$ cat src/source/psg_settings.svh
`ifndef PSG_SETTINGS_SVH
`define PSG_SETTINGS_SVH

// Tone period width, low 4 bits from a latch byte and the rest from a data byte
`define PSG_PERIOD_W 10

`define PSG_ATT_W 4        // Attenuation, 2 dB steps, 15 is off

`define PSG_SAMPLE_W 12    // Signed mixer output per side

// Noise shift register
`define PSG_LFSR_W 15

// cen pulses per voice tick
`define PSG_PRESCALE 16

// Wishbone port sizes
`define PSG_WB_DW 16
`define PSG_WB_AW 4        // Bit 0 picks the chip, bits 3..1 the register

`endif
$ cat src/source/psg_audio_pkg.sv
`default_nettype none

`include "psg_settings.svh"

package psg_audio_pkg;

    typedef logic signed [`PSG_SAMPLE_W-1:0] psg_sample_t;  // One side, four voices summed
    typedef logic signed [9:0]               psg_level_t;   // One voice after sign
    typedef logic [8:0]                      psg_amp_t;

    // Full scale 511, minus 2 dB per attenuation step
    // Step 15 mutes the voice
    localparam psg_amp_t psg_att_amp [16] = '{
        9'd511, 9'd406, 9'd322, 9'd256,
        9'd203, 9'd162, 9'd128, 9'd102,
        9'd81,  9'd64,  9'd51,  9'd41,
        9'd32,  9'd26,  9'd20,  9'd0
    };

endpackage

`default_nettype wire

$ cat src/source/psg_reg_pkg.sv
`default_nettype none

package psg_reg_pkg;

    // Latch byte: 1 cc t dddd
    typedef struct packed {
        logic       latch;    // Set on a latch byte
        logic [1:0] chan;     // 3 is the noise channel
        logic       typ;      // 0 period or control, 1 attenuation
        logic [3:0] data;
    } psg_latch_t;

    // Data byte: 0 x dddddd
    typedef struct packed {
        logic       latch;
        logic       unused;
        logic [5:0] data;     // High period bits
    } psg_data_t;

    // Same bus byte seen both ways, bit 7 tells which view applies
    typedef union packed {
        psg_latch_t lat;
        psg_data_t  dat;
    } psg_cmd_t;

    // Readback order on adr[3:1]
    typedef enum logic [2:0] {
        REG_TONE0_PER, REG_TONE0_ATT,
        REG_TONE1_PER, REG_TONE1_ATT,
        REG_TONE2_PER, REG_TONE2_ATT,
        REG_NOISE_CTRL, REG_NOISE_ATT
    } psg_reg_idx_t;

    localparam logic [2:0] PSG_CMD_IDX    = 3'd0;  // Only index that takes writes
    localparam logic       PSG_TYPE_PER   = 1'b0;
    localparam logic       PSG_TYPE_ATT   = 1'b1;
    localparam logic [1:0] PSG_CHAN_NOISE = 2'd3;

endpackage

`default_nettype wire

$ cat src/source/psg_stereo_top.sv
`timescale 1ns/1ps
`default_nettype none

`include "psg_settings.svh"

module psg_stereo_top (
    input  logic                       clk,
    input  logic                       rst,
    input  logic                       cen,
    input  logic                       cyc,
    input  logic                       stb,
    input  logic                       we,
    input  logic [`PSG_WB_AW-1:0]      adr,
    input  logic [`PSG_WB_DW-1:0]      dat_i,
    output logic                       ack,
    output logic [`PSG_WB_DW-1:0]      dat_o,
    output psg_audio_pkg::psg_sample_t snd_l,
    output psg_audio_pkg::psg_sample_t snd_r
);
    // Left chip
    logic [`PSG_PERIOD_W-1:0] period0_l, period1_l, period2_l;
    logic [`PSG_ATT_W-1:0]    att0_l, att1_l, att2_l, att3_l;
    logic [2:0]               noise_ctrl_l;
    logic                     noise_wr_l;
    logic [3:0]               voice_l;
    // Right chip
    logic [`PSG_PERIOD_W-1:0] period0_r, period1_r, period2_r;
    logic [`PSG_ATT_W-1:0]    att0_r, att1_r, att2_r, att3_r;
    logic [2:0]               noise_ctrl_r;
    logic                     noise_wr_r;
    logic [3:0]               voice_r;

    psg_regs i_regs (
        .clk, .rst, .cyc, .stb, .we, .adr, .dat_i, .ack, .dat_o,
        .period0_l, .period1_l, .period2_l,
        .att0_l, .att1_l, .att2_l, .att3_l,
        .noise_ctrl_l, .noise_wr_l,
        .period0_r, .period1_r, .period2_r,
        .att0_r, .att1_r, .att2_r, .att3_r,
        .noise_ctrl_r, .noise_wr_r
    );

    psg_voice_bank i_bank_l (
        .clk, .rst, .cen,
        .period0    ( period0_l    ),
        .period1    ( period1_l    ),
        .period2    ( period2_l    ),
        .noise_ctrl ( noise_ctrl_l ),
        .noise_wr   ( noise_wr_l   ),
        .voice      ( voice_l      )
    );

    psg_voice_bank i_bank_r (
        .clk, .rst, .cen,
        .period0    ( period0_r    ),
        .period1    ( period1_r    ),
        .period2    ( period2_r    ),
        .noise_ctrl ( noise_ctrl_r ),
        .noise_wr   ( noise_wr_r   ),
        .voice      ( voice_r      )
    );

    psg_mixer i_mix_l (
        .clk, .rst,
        .voice ( voice_l ),
        .att0 ( att0_l ), .att1 ( att1_l ), .att2 ( att2_l ), .att3 ( att3_l ),
        .sample ( snd_l )
    );

    psg_mixer i_mix_r (
        .clk, .rst,
        .voice ( voice_r ),
        .att0 ( att0_r ), .att1 ( att1_r ), .att2 ( att2_r ), .att3 ( att3_r ),
        .sample ( snd_r )
    );

endmodule

`default_nettype wire

$ cat src/source/psg_mixer.sv
`timescale 1ns/1ps
`default_nettype none

`include "psg_settings.svh"

module psg_mixer (
    input  logic                        clk,
    input  logic                        rst,
    input  logic [3:0]                  voice,   // High means positive half
    input  logic [`PSG_ATT_W-1:0]       att0,
    input  logic [`PSG_ATT_W-1:0]       att1,
    input  logic [`PSG_ATT_W-1:0]       att2,
    input  logic [`PSG_ATT_W-1:0]       att3,    // Noise
    output psg_audio_pkg::psg_sample_t  sample
);
    import psg_audio_pkg::*;

    logic [`PSG_ATT_W-1:0] att   [4];
    psg_amp_t              amp   [4];
    psg_level_t            level [4];
    psg_sample_t           sum;

    assign att[0] = att0;
    assign att[1] = att1;
    assign att[2] = att2;
    assign att[3] = att3;

    always_comb begin
        sum = '0;
        for (int i = 0; i < 4; i++) begin
            amp[i] = psg_att_amp[att[i]];
            // Square wave around zero
            if (voice[i]) begin
                level[i] = psg_level_t'({1'b0, amp[i]});
            end else begin
                level[i] = -psg_level_t'({1'b0, amp[i]});
            end
            sum = sum + psg_sample_t'(level[i]);   // 4 x 511 still fits
        end
    end

    // One clock from voice bits to sample
    always_ff @(posedge clk or posedge rst) begin
        if (rst) begin
            sample <= '0;
        end else begin
            sample <= sum;
        end
    end

endmodule

`default_nettype wire

$ cat src/source/psg_voice_bank.sv
`timescale 1ns/1ps
`default_nettype none

`include "psg_settings.svh"

module psg_voice_bank (
    input  logic                     clk,
    input  logic                     rst,
    input  logic                     cen,
    input  logic [`PSG_PERIOD_W-1:0] period0,
    input  logic [`PSG_PERIOD_W-1:0] period1,
    input  logic [`PSG_PERIOD_W-1:0] period2,
    input  logic [2:0]               noise_ctrl,  // [2] white, [1:0] rate
    input  logic                     noise_wr,
    output logic [3:0]               voice        // Noise on bit 3
);
    localparam int PRE_W = $clog2(`PSG_PRESCALE);
    localparam logic [`PSG_LFSR_W-1:0] LFSR_SEED = {1'b1, {(`PSG_LFSR_W-1){1'b0}}};

    logic [PRE_W-1:0]         pre;
    logic                     tick;             // One voice step
    logic [`PSG_PERIOD_W-1:0] period [3];
    logic [`PSG_PERIOD_W-1:0] cnt    [3];
    logic [2:0]               tone;
    logic                     t2_reload;
    logic [5:0]               ndiv;
    logic [5:0]               nmask;
    logic                     nshift;
    logic [`PSG_LFSR_W-1:0]   lfsr;
    logic                     fb;

    assign period[0] = period0;
    assign period[1] = period1;
    assign period[2] = period2;

    // Divide cen down to the voice rate
    always_ff @(posedge clk or posedge rst) begin
        if (rst) begin
            pre <= '0;
        end else if (tick) begin
            pre <= '0;
        end else if (cen) begin
            pre <= pre + 1'b1;
        end
    end

    assign tick = cen & (pre == PRE_W'(`PSG_PRESCALE - 1));

    always_ff @(posedge clk or posedge rst) begin
        if (rst) begin
            for (int i = 0; i < 3; i++) begin
                cnt[i]  <= '0;
                tone[i] <= 1'b1;
            end
        end else if (tick) begin
            for (int i = 0; i < 3; i++) begin
                if (period[i] < `PSG_PERIOD_W'(2)) begin
                    cnt[i]  <= '0;              // Too short, hold high
                    tone[i] <= 1'b1;
                end else if (cnt[i] == '0) begin
                    cnt[i]  <= period[i] - 1'b1;
                    tone[i] <= ~tone[i];        // Half period done
                end else begin
                    cnt[i] <= cnt[i] - 1'b1;
                end
            end
        end
    end

    // Tone 2 step, fires each tick while its period is 0 or 1
    assign t2_reload = tick & (cnt[2] == '0);

    always_comb begin
        case (noise_ctrl[1:0])
            2'd0:    nmask = 6'b001111;  // Every 16 ticks
            2'd1:    nmask = 6'b011111;
            default: nmask = 6'b111111;
        endcase
    end

    assign nshift = (noise_ctrl[1:0] == 2'd3) ? t2_reload
                                             : tick & ((ndiv & nmask) == nmask);
    assign fb     = noise_ctrl[2] ? (lfsr[0] ^ lfsr[1]) : lfsr[0];

    always_ff @(posedge clk or posedge rst) begin
        if (rst) begin
            ndiv <= '0;
            lfsr <= LFSR_SEED;
        end else if (noise_wr) begin
            ndiv <= '0;                         // Control write restarts noise
            lfsr <= LFSR_SEED;
        end else begin
            if (tick) begin
                ndiv <= ndiv + 1'b1;
            end
            if (nshift) begin
                lfsr <= {fb, lfsr[`PSG_LFSR_W-1:1]};
            end
        end
    end

    assign voice = {lfsr[0], tone};

endmodule

`default_nettype wire

$ cat src/source/psg_regs.sv
`timescale 1ns/1ps
`default_nettype none

`include "psg_settings.svh"

module psg_regs (
    input  logic                     clk,
    input  logic                     rst,
    input  logic                     cyc,
    input  logic                     stb,
    input  logic                     we,
    input  logic [`PSG_WB_AW-1:0]    adr,
    input  logic [`PSG_WB_DW-1:0]    dat_i,
    output logic                     ack,
    output logic [`PSG_WB_DW-1:0]    dat_o,
    output logic [`PSG_PERIOD_W-1:0] period0_l, period1_l, period2_l,
    output logic [`PSG_ATT_W-1:0]    att0_l, att1_l, att2_l, att3_l,
    output logic [2:0]               noise_ctrl_l,
    output logic                     noise_wr_l,
    output logic [`PSG_PERIOD_W-1:0] period0_r, period1_r, period2_r,
    output logic [`PSG_ATT_W-1:0]    att0_r, att1_r, att2_r, att3_r,
    output logic [2:0]               noise_ctrl_r,
    output logic                     noise_wr_r
);
    import psg_reg_pkg::*;

    psg_cmd_t                 cmd;
    psg_reg_idx_t             rd_idx;
    logic                     chip;             // 0 left, 1 right
    logic                     req;
    logic                     wr;
    logic [`PSG_PERIOD_W-1:0] period [2][3];
    logic [`PSG_ATT_W-1:0]    att    [2][4];
    logic [2:0]               nctrl  [2];
    logic [1:0]               nwr;              // Reseed strobes
    logic [1:0]               lat_chan [2];     // Last latched channel per chip
    logic                     lat_type [2];
    logic [`PSG_WB_DW-1:0]    rd_data;

    assign cmd    = dat_i[7:0];
    assign chip   = adr[0];
    assign rd_idx = psg_reg_idx_t'(adr[3:1]);
    assign req    = cyc & stb;
    // Command taken on the ack edge, host still holds the request
    assign wr     = req & we & ack & (adr[3:1] == PSG_CMD_IDX);

    // One ack per request, drops for a cycle even with stb held
    always_ff @(posedge clk or posedge rst) begin
        if (rst) begin
            ack <= 1'b0;
        end else begin
            ack <= req & ~ack;
        end
    end

    always_ff @(posedge clk or posedge rst) begin
        if (rst) begin
            for (int c = 0; c < 2; c++) begin
                for (int v = 0; v < 3; v++) begin
                    period[c][v] <= '0;
                end
                for (int v = 0; v < 4; v++) begin
                    att[c][v] <= '1;                // Muted
                end
                nctrl[c]    <= '0;
                lat_chan[c] <= '0;
                lat_type[c] <= PSG_TYPE_PER;
            end
            nwr <= 2'b00;
        end else begin
            nwr <= 2'b00;
            if (wr) begin
                if (cmd.lat.latch) begin
                    lat_chan[chip] <= cmd.lat.chan;
                    lat_type[chip] <= cmd.lat.typ;
                    if (cmd.lat.typ == PSG_TYPE_ATT) begin
                        att[chip][cmd.lat.chan] <= cmd.lat.data;
                    end else if (cmd.lat.chan == PSG_CHAN_NOISE) begin
                        nctrl[chip] <= cmd.lat.data[2:0];
                        nwr[chip]   <= 1'b1;    // Restart the LFSR
                    end else begin
                        period[chip][cmd.lat.chan][3:0] <= cmd.lat.data;
                    end
                end else if (lat_type[chip] == PSG_TYPE_PER &&
                             lat_chan[chip] != PSG_CHAN_NOISE) begin
                    // Data byte finishes the tone period
                    period[chip][lat_chan[chip]][`PSG_PERIOD_W-1:4] <= cmd.dat.data;
                end
            end
        end
    end

    // Readback, unused upper bits stay zero
    always_comb begin
        rd_data = '0;
        case (rd_idx)
            REG_TONE0_PER:  rd_data[`PSG_PERIOD_W-1:0] = period[chip][0];
            REG_TONE0_ATT:  rd_data[`PSG_ATT_W-1:0]    = att[chip][0];
            REG_TONE1_PER:  rd_data[`PSG_PERIOD_W-1:0] = period[chip][1];
            REG_TONE1_ATT:  rd_data[`PSG_ATT_W-1:0]    = att[chip][1];
            REG_TONE2_PER:  rd_data[`PSG_PERIOD_W-1:0] = period[chip][2];
            REG_TONE2_ATT:  rd_data[`PSG_ATT_W-1:0]    = att[chip][2];
            REG_NOISE_CTRL: rd_data[2:0]               = nctrl[chip];
            REG_NOISE_ATT:  rd_data[`PSG_ATT_W-1:0]    = att[chip][3];
            default:        rd_data = '0;
        endcase
    end

    // Sampled with the rising ack
    always_ff @(posedge clk) begin
        if (req && !ack) begin
            dat_o <= rd_data;
        end
    end

    assign period0_l    = period[0][0];
    assign period1_l    = period[0][1];
    assign period2_l    = period[0][2];
    assign att0_l       = att[0][0];
    assign att1_l       = att[0][1];
    assign att2_l       = att[0][2];
    assign att3_l       = att[0][3];
    assign noise_ctrl_l = nctrl[0];
    assign noise_wr_l   = nwr[0];

    assign period0_r    = period[1][0];
    assign period1_r    = period[1][1];
    assign period2_r    = period[1][2];
    assign att0_r       = att[1][0];
    assign att1_r       = att[1][1];
    assign att2_r       = att[1][2];
    assign att3_r       = att[1][3];
    assign noise_ctrl_r = nctrl[1];
    assign noise_wr_r   = nwr[1];

endmodule

`default_nettype wire

$ cat config.mk
export PLATFORM = sky130hd
export DESIGN_NAME = psg_stereo_top
export DESIGN_NICKNAME = d
export VERILOG_FILES = /design/src/source/psg_audio_pkg.sv /design/src/source/psg_reg_pkg.sv /design/src/source/psg_stereo_top.sv /design/src/source/psg_mixer.sv /design/src/source/psg_voice_bank.sv /design/src/source/psg_regs.sv
export VERILOG_INCLUDE_DIRS = /design/src /design/src/source
export SDC_FILE = /design/constraint.sdc
export NUM_CORES = 1
export LEC_CHECK = 0
export BUFFER_PORTS_ARGS = -buffer_cell sky130_fd_sc_hd__buf_4
export CORE_MARGIN = 4
export CORE_UTILIZATION = 30
export DETAILED_ROUTE_END_ITERATION = 16
export SLEW_MARGIN = 20
export SYNTH_ARGS = -nofsm -noshare
export SYNTH_HDL_FRONTEND = slang
export SYNTH_SLANG_ARGS = --single-unit
$ cat constraint.sdc
create_clock -name clk -period 6.36 [get_ports clk]
set_input_delay 0 -clock clk [delete_from_list [all_inputs] [get_ports clk]]
set_output_delay 0 -clock clk [all_outputs]
set_load 0.05 [all_outputs]
==> Yosys cells after proc, flatten, opt, wreduce, memory -nomap -nowiden <==
Memories as Yosys holds them, arrays and structs flattened.
Index checks and enable logic that the tools add are counted.
{ "op_classes": {"add_sub_neg": 30, "n_reduce_logical": 39, "eq_ne": 19, "n_lt_le_gt_ge": 22, "muxes": 118, "bitwise_logic": 35} }
{ "op_table": {"columns": ["operator", "count"], "rows": [
  ["2-to-1 mux 60 bit", 4],
  ["2-to-1 mux 10 bit", 21],
  ["2-to-1 mux 30 bit", 5],
  ["2-to-1 mux 9 bit", 16],
  ["bitwise mux 60 bit", 2],
  ["subtractor 10 x 1 -> 10 bit (second input constant)", 12],
  ["negation 9 -> 10 bit", 8],
  ["2-to-1 mux 16 bit", 4],
  ["demux 30 bit (select 1 bit)", 2],
  ["zero test 10 bit", 6],
  ["< comparator 10 x 2 -> 1 bit (second input constant)", 6],
  ["2-to-1 mux 15 bit", 4],
  ["demux 10 bit (select 2 bit)", 2],
  [">= comparator 5 bit (second input constant)", 8],
  ["NOT 4 -> 5 bit", 8],
  ["bitwise mux 32 bit", 1],
  ["nonzero test 2 bit", 13],
  ["adder 11 x 10 -> 12 bit", 2],
  ["adder 12 x 10 -> 12 bit", 2],
  ["2-to-1 mux 4 bit", 6],
  ["2-to-1 mux 6 bit", 4],
  ["case mux 3 bit (8 select lines)", 1],
  ["case mux 6 bit (2 select lines)", 2],
  ["adder 10 x 10 -> 11 bit", 2],
  ["other kinds (42)", 122]
]} }
{ "word_totals": {"mem_bits_ro": 1152, "inputBits": 26, "wordCells": 314, "out_inout_bits": 41, "register_bits": 257, "mem_count": 8} }
{ "memory_table": {"columns": ["memory", "words", "word_bits", "read_ports", "rd_clocked_by_memory_dff", "write_ports", "line", "text"], "rows": [
  ["(name not given)", 16, 9, 1, 0, 0, "psg_mixer.sv:31", "amp[i] = psg_att_amp[att[i]];"],
  ["(name not given)", 16, 9, 1, 0, 0, "psg_mixer.sv:31", null],
  ["(name not given)", 16, 9, 1, 0, 0, "psg_mixer.sv:31", null],
  ["(name not given)", 16, 9, 1, 0, 0, "psg_mixer.sv:31", null],
  ["(name not given)", 16, 9, 1, 0, 0, "psg_mixer.sv:31", null],
  ["(name not given)", 16, 9, 1, 0, 0, "psg_mixer.sv:31", null],
  ["2 more memories", null, null, null, null, null, null, null]
]} }

==> Logic depth before layout (Yosys ltp) <==
{ "logic_depth": {"depth_word": 14, "depth_mapped": 21, "depth_no_buf": 21} }

==> Modules after synthesis <==
A second synthesis with hierarchy kept.
{ "hier_totals": {"hier_cells": 2068, "hier_area_um2": 19565.0} }
{ "modules_own_cells": {"columns": ["mod", "instances", "cells_per_inst", "area_each_um2", "seq_area_each_um2"], "rows": [
  ["psg_regs", 1, 408, 5586.6, 3017.9],
  ["psg_voice_bank at i_bank_l", 1, 420, 3595.9, 1456.4],
  ["psg_voice_bank at i_bank_r", 1, 401, 3559.7, 1456.4],
  ["psg_mixer at i_mix_l", 1, 422, 3422.0, 300.3],
  ["psg_mixer at i_mix_r", 1, 417, 3400.8, 300.3]
]} }

==> Worst setup path after synthesis <==
No wires, ideal clock.
{ "synth_timing": {"path_type": "register to register", "startpoint": "register i_regs.att2_r[0] (netlist name)", "endpoint": "register i_mix_r.sample[11]", "slack_ns": 1.524, "arrival_ns": 4.716, "stages_incl_launch_ff": 19, "required_time_ns": 6.240, "path_cell_list": "dfstp_2 > inv_1 > ha_1 > mux2_2 > a21oi_1 > nand2_1 > nor4_1 > nor2_1 > xor2_1 > fa_1 > inv_1 > fa_1 > inv_1 > ha_1 > o2111ai_1 > nand3_1 > or4_1 > a2111o_1 > o211a_1"} }
{ "synth_between": {"elab_chain_cells": 8} }
{ "synth_lines": {"columns": ["element", "line", "text"], "rows": [
  ["NOT 4 -> 5 bit (not written as such) (*)", "psg_mixer.sv:31", null],
  ["memory (16 x 9 bit) (*)", null, null],
  ["2-to-1 mux 9 bit (not written as such) (*) (2 in a row)", "psg_mixer.sv:31", null],
  ["negation 9 -> 10 bit", "psg_mixer.sv:36", "level[i] = -psg_level_t'({1'b0, amp[i]});"],
  ["2-to-1 mux 10 bit (*)", "psg_mixer.sv:33", "if (voice[i]) begin"],
  ["adder 11 x 10 -> 12 bit (*)", "psg_mixer.sv:38", "sum = sum + psg_sample_t'(level[i]);"],
  ["adder 12 x 10 -> 12 bit (*)", "psg_mixer.sv:38", null],
  ["named net i_mix_r.sum[11]", "psg_mixer.sv:21", "psg_sample_t sum;"],
  ["to (signal assigned)", "psg_mixer.sv:47", "sample <= sum;"],
  ["to (decl)", "psg_mixer.sv:14", "output psg_audio_pkg::psg_sample_t sample"]
]} }
Mark *: on every way through the listed nets, which the timed path passes. The rest lies on a longest branch. The select of a mux whose other input is x is not followed.
A chain may end at the register's enable or synchronous reset.

==> Final worst setup path <==
{ "layout_timing": {"startpoint": "register i_regs.att3_r[0] (netlist name)", "endpoint": "register i_mix_r.sample[11]"} }
{ "layout_between": {"elab_chain_cells": 7} }
{ "layout_lines": {"columns": ["element", "line"], "rows": [
  ["NOT 4 -> 5 bit (not written as such) (*)", "psg_mixer.sv:31"],
  ["memory (16 x 9 bit) (*)", null],
  ["2-to-1 mux 9 bit (not written as such) (*) (2 in a row)", "psg_mixer.sv:31"],
  ["negation 9 -> 10 bit", "psg_mixer.sv:36"],
  ["2-to-1 mux 10 bit (*)", "psg_mixer.sv:33"],
  ["adder 12 x 10 -> 12 bit (*)", "psg_mixer.sv:38"],
  ["named net i_mix_r.sum[11]", "psg_mixer.sv:21"]
]} }
Marked as above.

==> reports/results.ini <==
[critical_path]
cp.buffers_inverters = 4
required_ps = 6830
critPathMaxStageDelay_ps = 690
endpoint_kind = flip-flop
path_cells = inv_1, ha_1, mux2i_1, inv_1, a2111oi_0, a21oi_1, xor2_1, fa_1, inv_1, fa_1, inv_1, ha_1, o2111ai_1, nand3_1, or4_1, a2111o_1, o211a_1
slowest_stage = a2111oi_0
critical-path-top-delay-family = adder cells
cpMostUsedCell = inv_1
start_kind = flip-flop
arrival_ps = 5760
path_max_fanout = 8
crit_type = flip-flop to flip-flop

[routing]
antenna_left = 0
drc = 0
viasPerCell = 5.145
dr.first_iter.drc_count = 954
first_pass_iters = 5
wl_um = 46760
vias = 15040
wire_per_inst_um = 16.00

[final_layout]
fillCellCount = 6261
drive_gt1_share_pct = 15.18
syn_to_final_growth_pct = 12.96
finalNetCount = 2218
multiInputGateArea_um2 = 11310
final_core_util_pct = 34.33
area.sequential_um2 = 6531
stdcell_count = 2923

[synth]
synthArstFlopShare_pct = 96.11
synth_area_um2 = 18790
synth_top_family_by_area = simple AND/OR/NAND/NOR gates
synth_cell_types = 85
ys.flop_type = dfrtp_1
synth-edff-count = 10
synth_compound_area_share_pct = 15.73
synth_fa_ha_area_share_pct = 10.60
yosysWarnings = 0
synth_xor_area_share_pct = 4.288
postSynthCellCount = 2046
synth_simple_gate_area_share_pct = 16.88
synth_mux_area_share_pct = 12.53
ys_seq_area_share_pct = 34.76
syn_area_per_cell_um2 = 9.185
ys_ff_latch = 257

[cts]
clk_latency_ps = 590
postCtsHoldBufs = 17
h-tree-depth = 1
cts_tree = built
post_cts_buffers = 0
clkSlewWorstSetupHoldPaths_ps = 60
root_buffer = clkbuf_16
cts_resized = 0
numCtsBuffers = 30
numClockSinks = 257
cts_buffer_depth = 3

[floorplan]
coreArea_um2 = 61830
die_w_um = 258.3
dieArea_um2 = 66710
die_y_um = 258.3
start_util_pct = 30.39
rows = 91
num_io_pins = 67

[global_route]
grt_overflow_total = 0
grt_antenna_before_repair = 7
grt_usage_pct = 13.64
grt_pass1_vias = 14530
grt_pass1_wl_um = 76330
grt_max_degree = 65

[sta]
min_period_over_period_pct = 83.04
worst_slew_margin_rel_pct = 26.29
post-route-min-period_ps = 5281
finalSetupTns_ps = 0
hold_viol_final = 0
slew_violations = 0
rsz0062_at_grt = no
tightest_slew_ps = 1102
whs_ps = 69.40
finClkSkew_ps = 10.47
fmax_mhz = 189.3
setup_violations = 0

[placement]
portBuffers = 52
place.gp.congestion = 0.8683
dp_hpwl_um = 34200
dp.cells = 2846

[flow_run]
maxCapViolCount = 0

[power_and_ir_drop]
cellLeakagePower_nw = 9.302
ir_drop_uv = 212.0
p_per_area_nw_per_um2 = 353.1
finalPower_mw = 7.495

[outcome]
outcome = finished clean

[worst_hold_path]
min-delay-path-class = input pin to async pin

[cells by family (layout without fill, tap and decap cells)]
family	after synthesis	in the layout
adder cells (fa/ha/maj)	134	134
other	1	10
multiplexers	217	217
flip-flops	257	257
XOR/XNOR	92	92
AO/OA/AOI/OAI	464	464
AND/OR/NAND/NOR	633	633
buffers and inverters	248	279
[worst min-delay path: stages]
cell,delay (ps)
dlygate4sd3_1,530
buf_4,140
clkinvlp_4,450
[Yosys cell counts, types with 14 or more instances]
cell / n / share of area [%]
xnor2_1: 52 / 2.4
nand2b_1: 21 / 0.70
a221oi_1: 15 / 0.70
inv_1: 139 / 2.8
and2_1: 21 / 0.70
nor4_1: 18 / 0.60
nor2b_1: 17 / 0.57
mux2_2: 106 / 6.4
a21oi_1: 104 / 2.8
a211oi_1: 22 / 0.88
or4_1: 19 / 0.76
dfrtp_1: 207 / 28
mux2i_1: 107 / 5.7
o31ai_1: 18 / 0.72
nand3_1: 47 / 1.3
or3_1: 14 / 0.47
a22o_1: 19 / 0.89
nand4_1: 14 / 0.47
xor2_1: 40 / 1.9
or2_2: 17 / 0.57
clkbuf_1: 79 / 1.6
a31oi_1: 34 / 1.1
nor2_1: 202 / 4.0
nor3_1: 42 / 1.1
dfstp_2: 40 / 5.6
fa_1: 42 / 4.5
ha_1: 92 / 6.1
o21ai_0: 148 / 3.9
nand2_1: 139 / 2.8
[state kept, by name, summed over array words and instances (netlist names), 10 cells and up]
name,cells
i_bank_r.cnt,30
i_mix_r.sample,12
i_regs.period1_r,10
i_mix_l.sample,12
i_bank_l.cnt,30
i_regs.period0_l,10
i_regs.period1_l,10
i_regs.period0_r,10
i_bank_r.lfsr,15
i_bank_l.lfsr,15
i_regs.period2_l,10
i_regs.period2_r,10
i_regs.dat_o,10
[power breakdown]
part           internal, mW  total (mW)  switching [mW]
combinational          1.43        3.49            2.07
sequential             1.88        2.07           0.189
clock                  1.19        1.93           0.737
[worst paths after layout]
check                                              from                               to  slack (ps)  depth (start not counted)
hold reg to reg             i_bank_l.cnt[5]$_DFFE_PP0P_      i_bank_l.cnt[5]$_DFFE_PP0P_         490                          1
max in group asynchronous                           rst      i_mix_r.sample[2]$_DFF_PP0_        5010                          4
setup / recovery           i_regs.att3_r[0]$_DFFE_PP1P_     i_mix_r.sample[11]$_DFF_PP0_        1080                         17
setup reg to reg           i_regs.att3_r[0]$_DFFE_PP1P_     i_mix_r.sample[11]$_DFF_PP0_        1080                         17
hold / removal                                      rst  i_regs.period2_l[3]$_DFFE_PP0P_          70                          3
min in group clk                                 adr[0]    i_regs.dat_o[7]$_SDFFCE_PN0P_         100                          2
[per-stage QoR]
| step | setup WS, ps | area (µm²) |
|---|---|---|
| finish | 1079 | 21230 |
| global route | 705.6 | 21220 |
| CTS | 1123 | 21220 |
| detailed placement | 1152 | 19920 |
| global placement | 1151 | 19910 |
| floorplan | 1524 | 18810 |
[cell type report]
| type | instances | share of cell area (%) |
|---|---|---|
| antenna | 4 | 0.04716 |
| clock buffer | 38 | 4.014 |
| clock inverter | 18 | 1.309 |
| inverter | 140 | 2.493 |
| multi-input combinational | 1546 | 53.30 |
| sequential | 257 | 30.77 |
| tap | 837 | 4.934 |
| timing repair buffer | 83 | 3.136 |
[metal layers]
metal  wire length, µm  GRT usage (%)
met1             21990          19.07
met4               947          3.028
met3              2658          2.756
met2             21140          21.91
met5                27              0
[cells in the final DEF, fill, tap and decap left out, drive strengths merged, types with 15 or more instances in the layout]
master and n:
or4 22, a31oi 34, dfrtp 207, dlygate4sd3 17, a221oi 15, xnor2 52, o31ai 18, nor2 202
mux2i 107, dfstp 40, a22o 19, nand2b 21, nand2 139, nor2b 17, a211oi 23, or2 17
a21oi 105, inv 138, o21ai 148, ha 92, nor3 50, fa 42, mux2 106, clkbuf 38
or3 16, nor4 20, and2 21, nand3 48, xor2 40, buf 66
(Power assumes the default switching activity.)
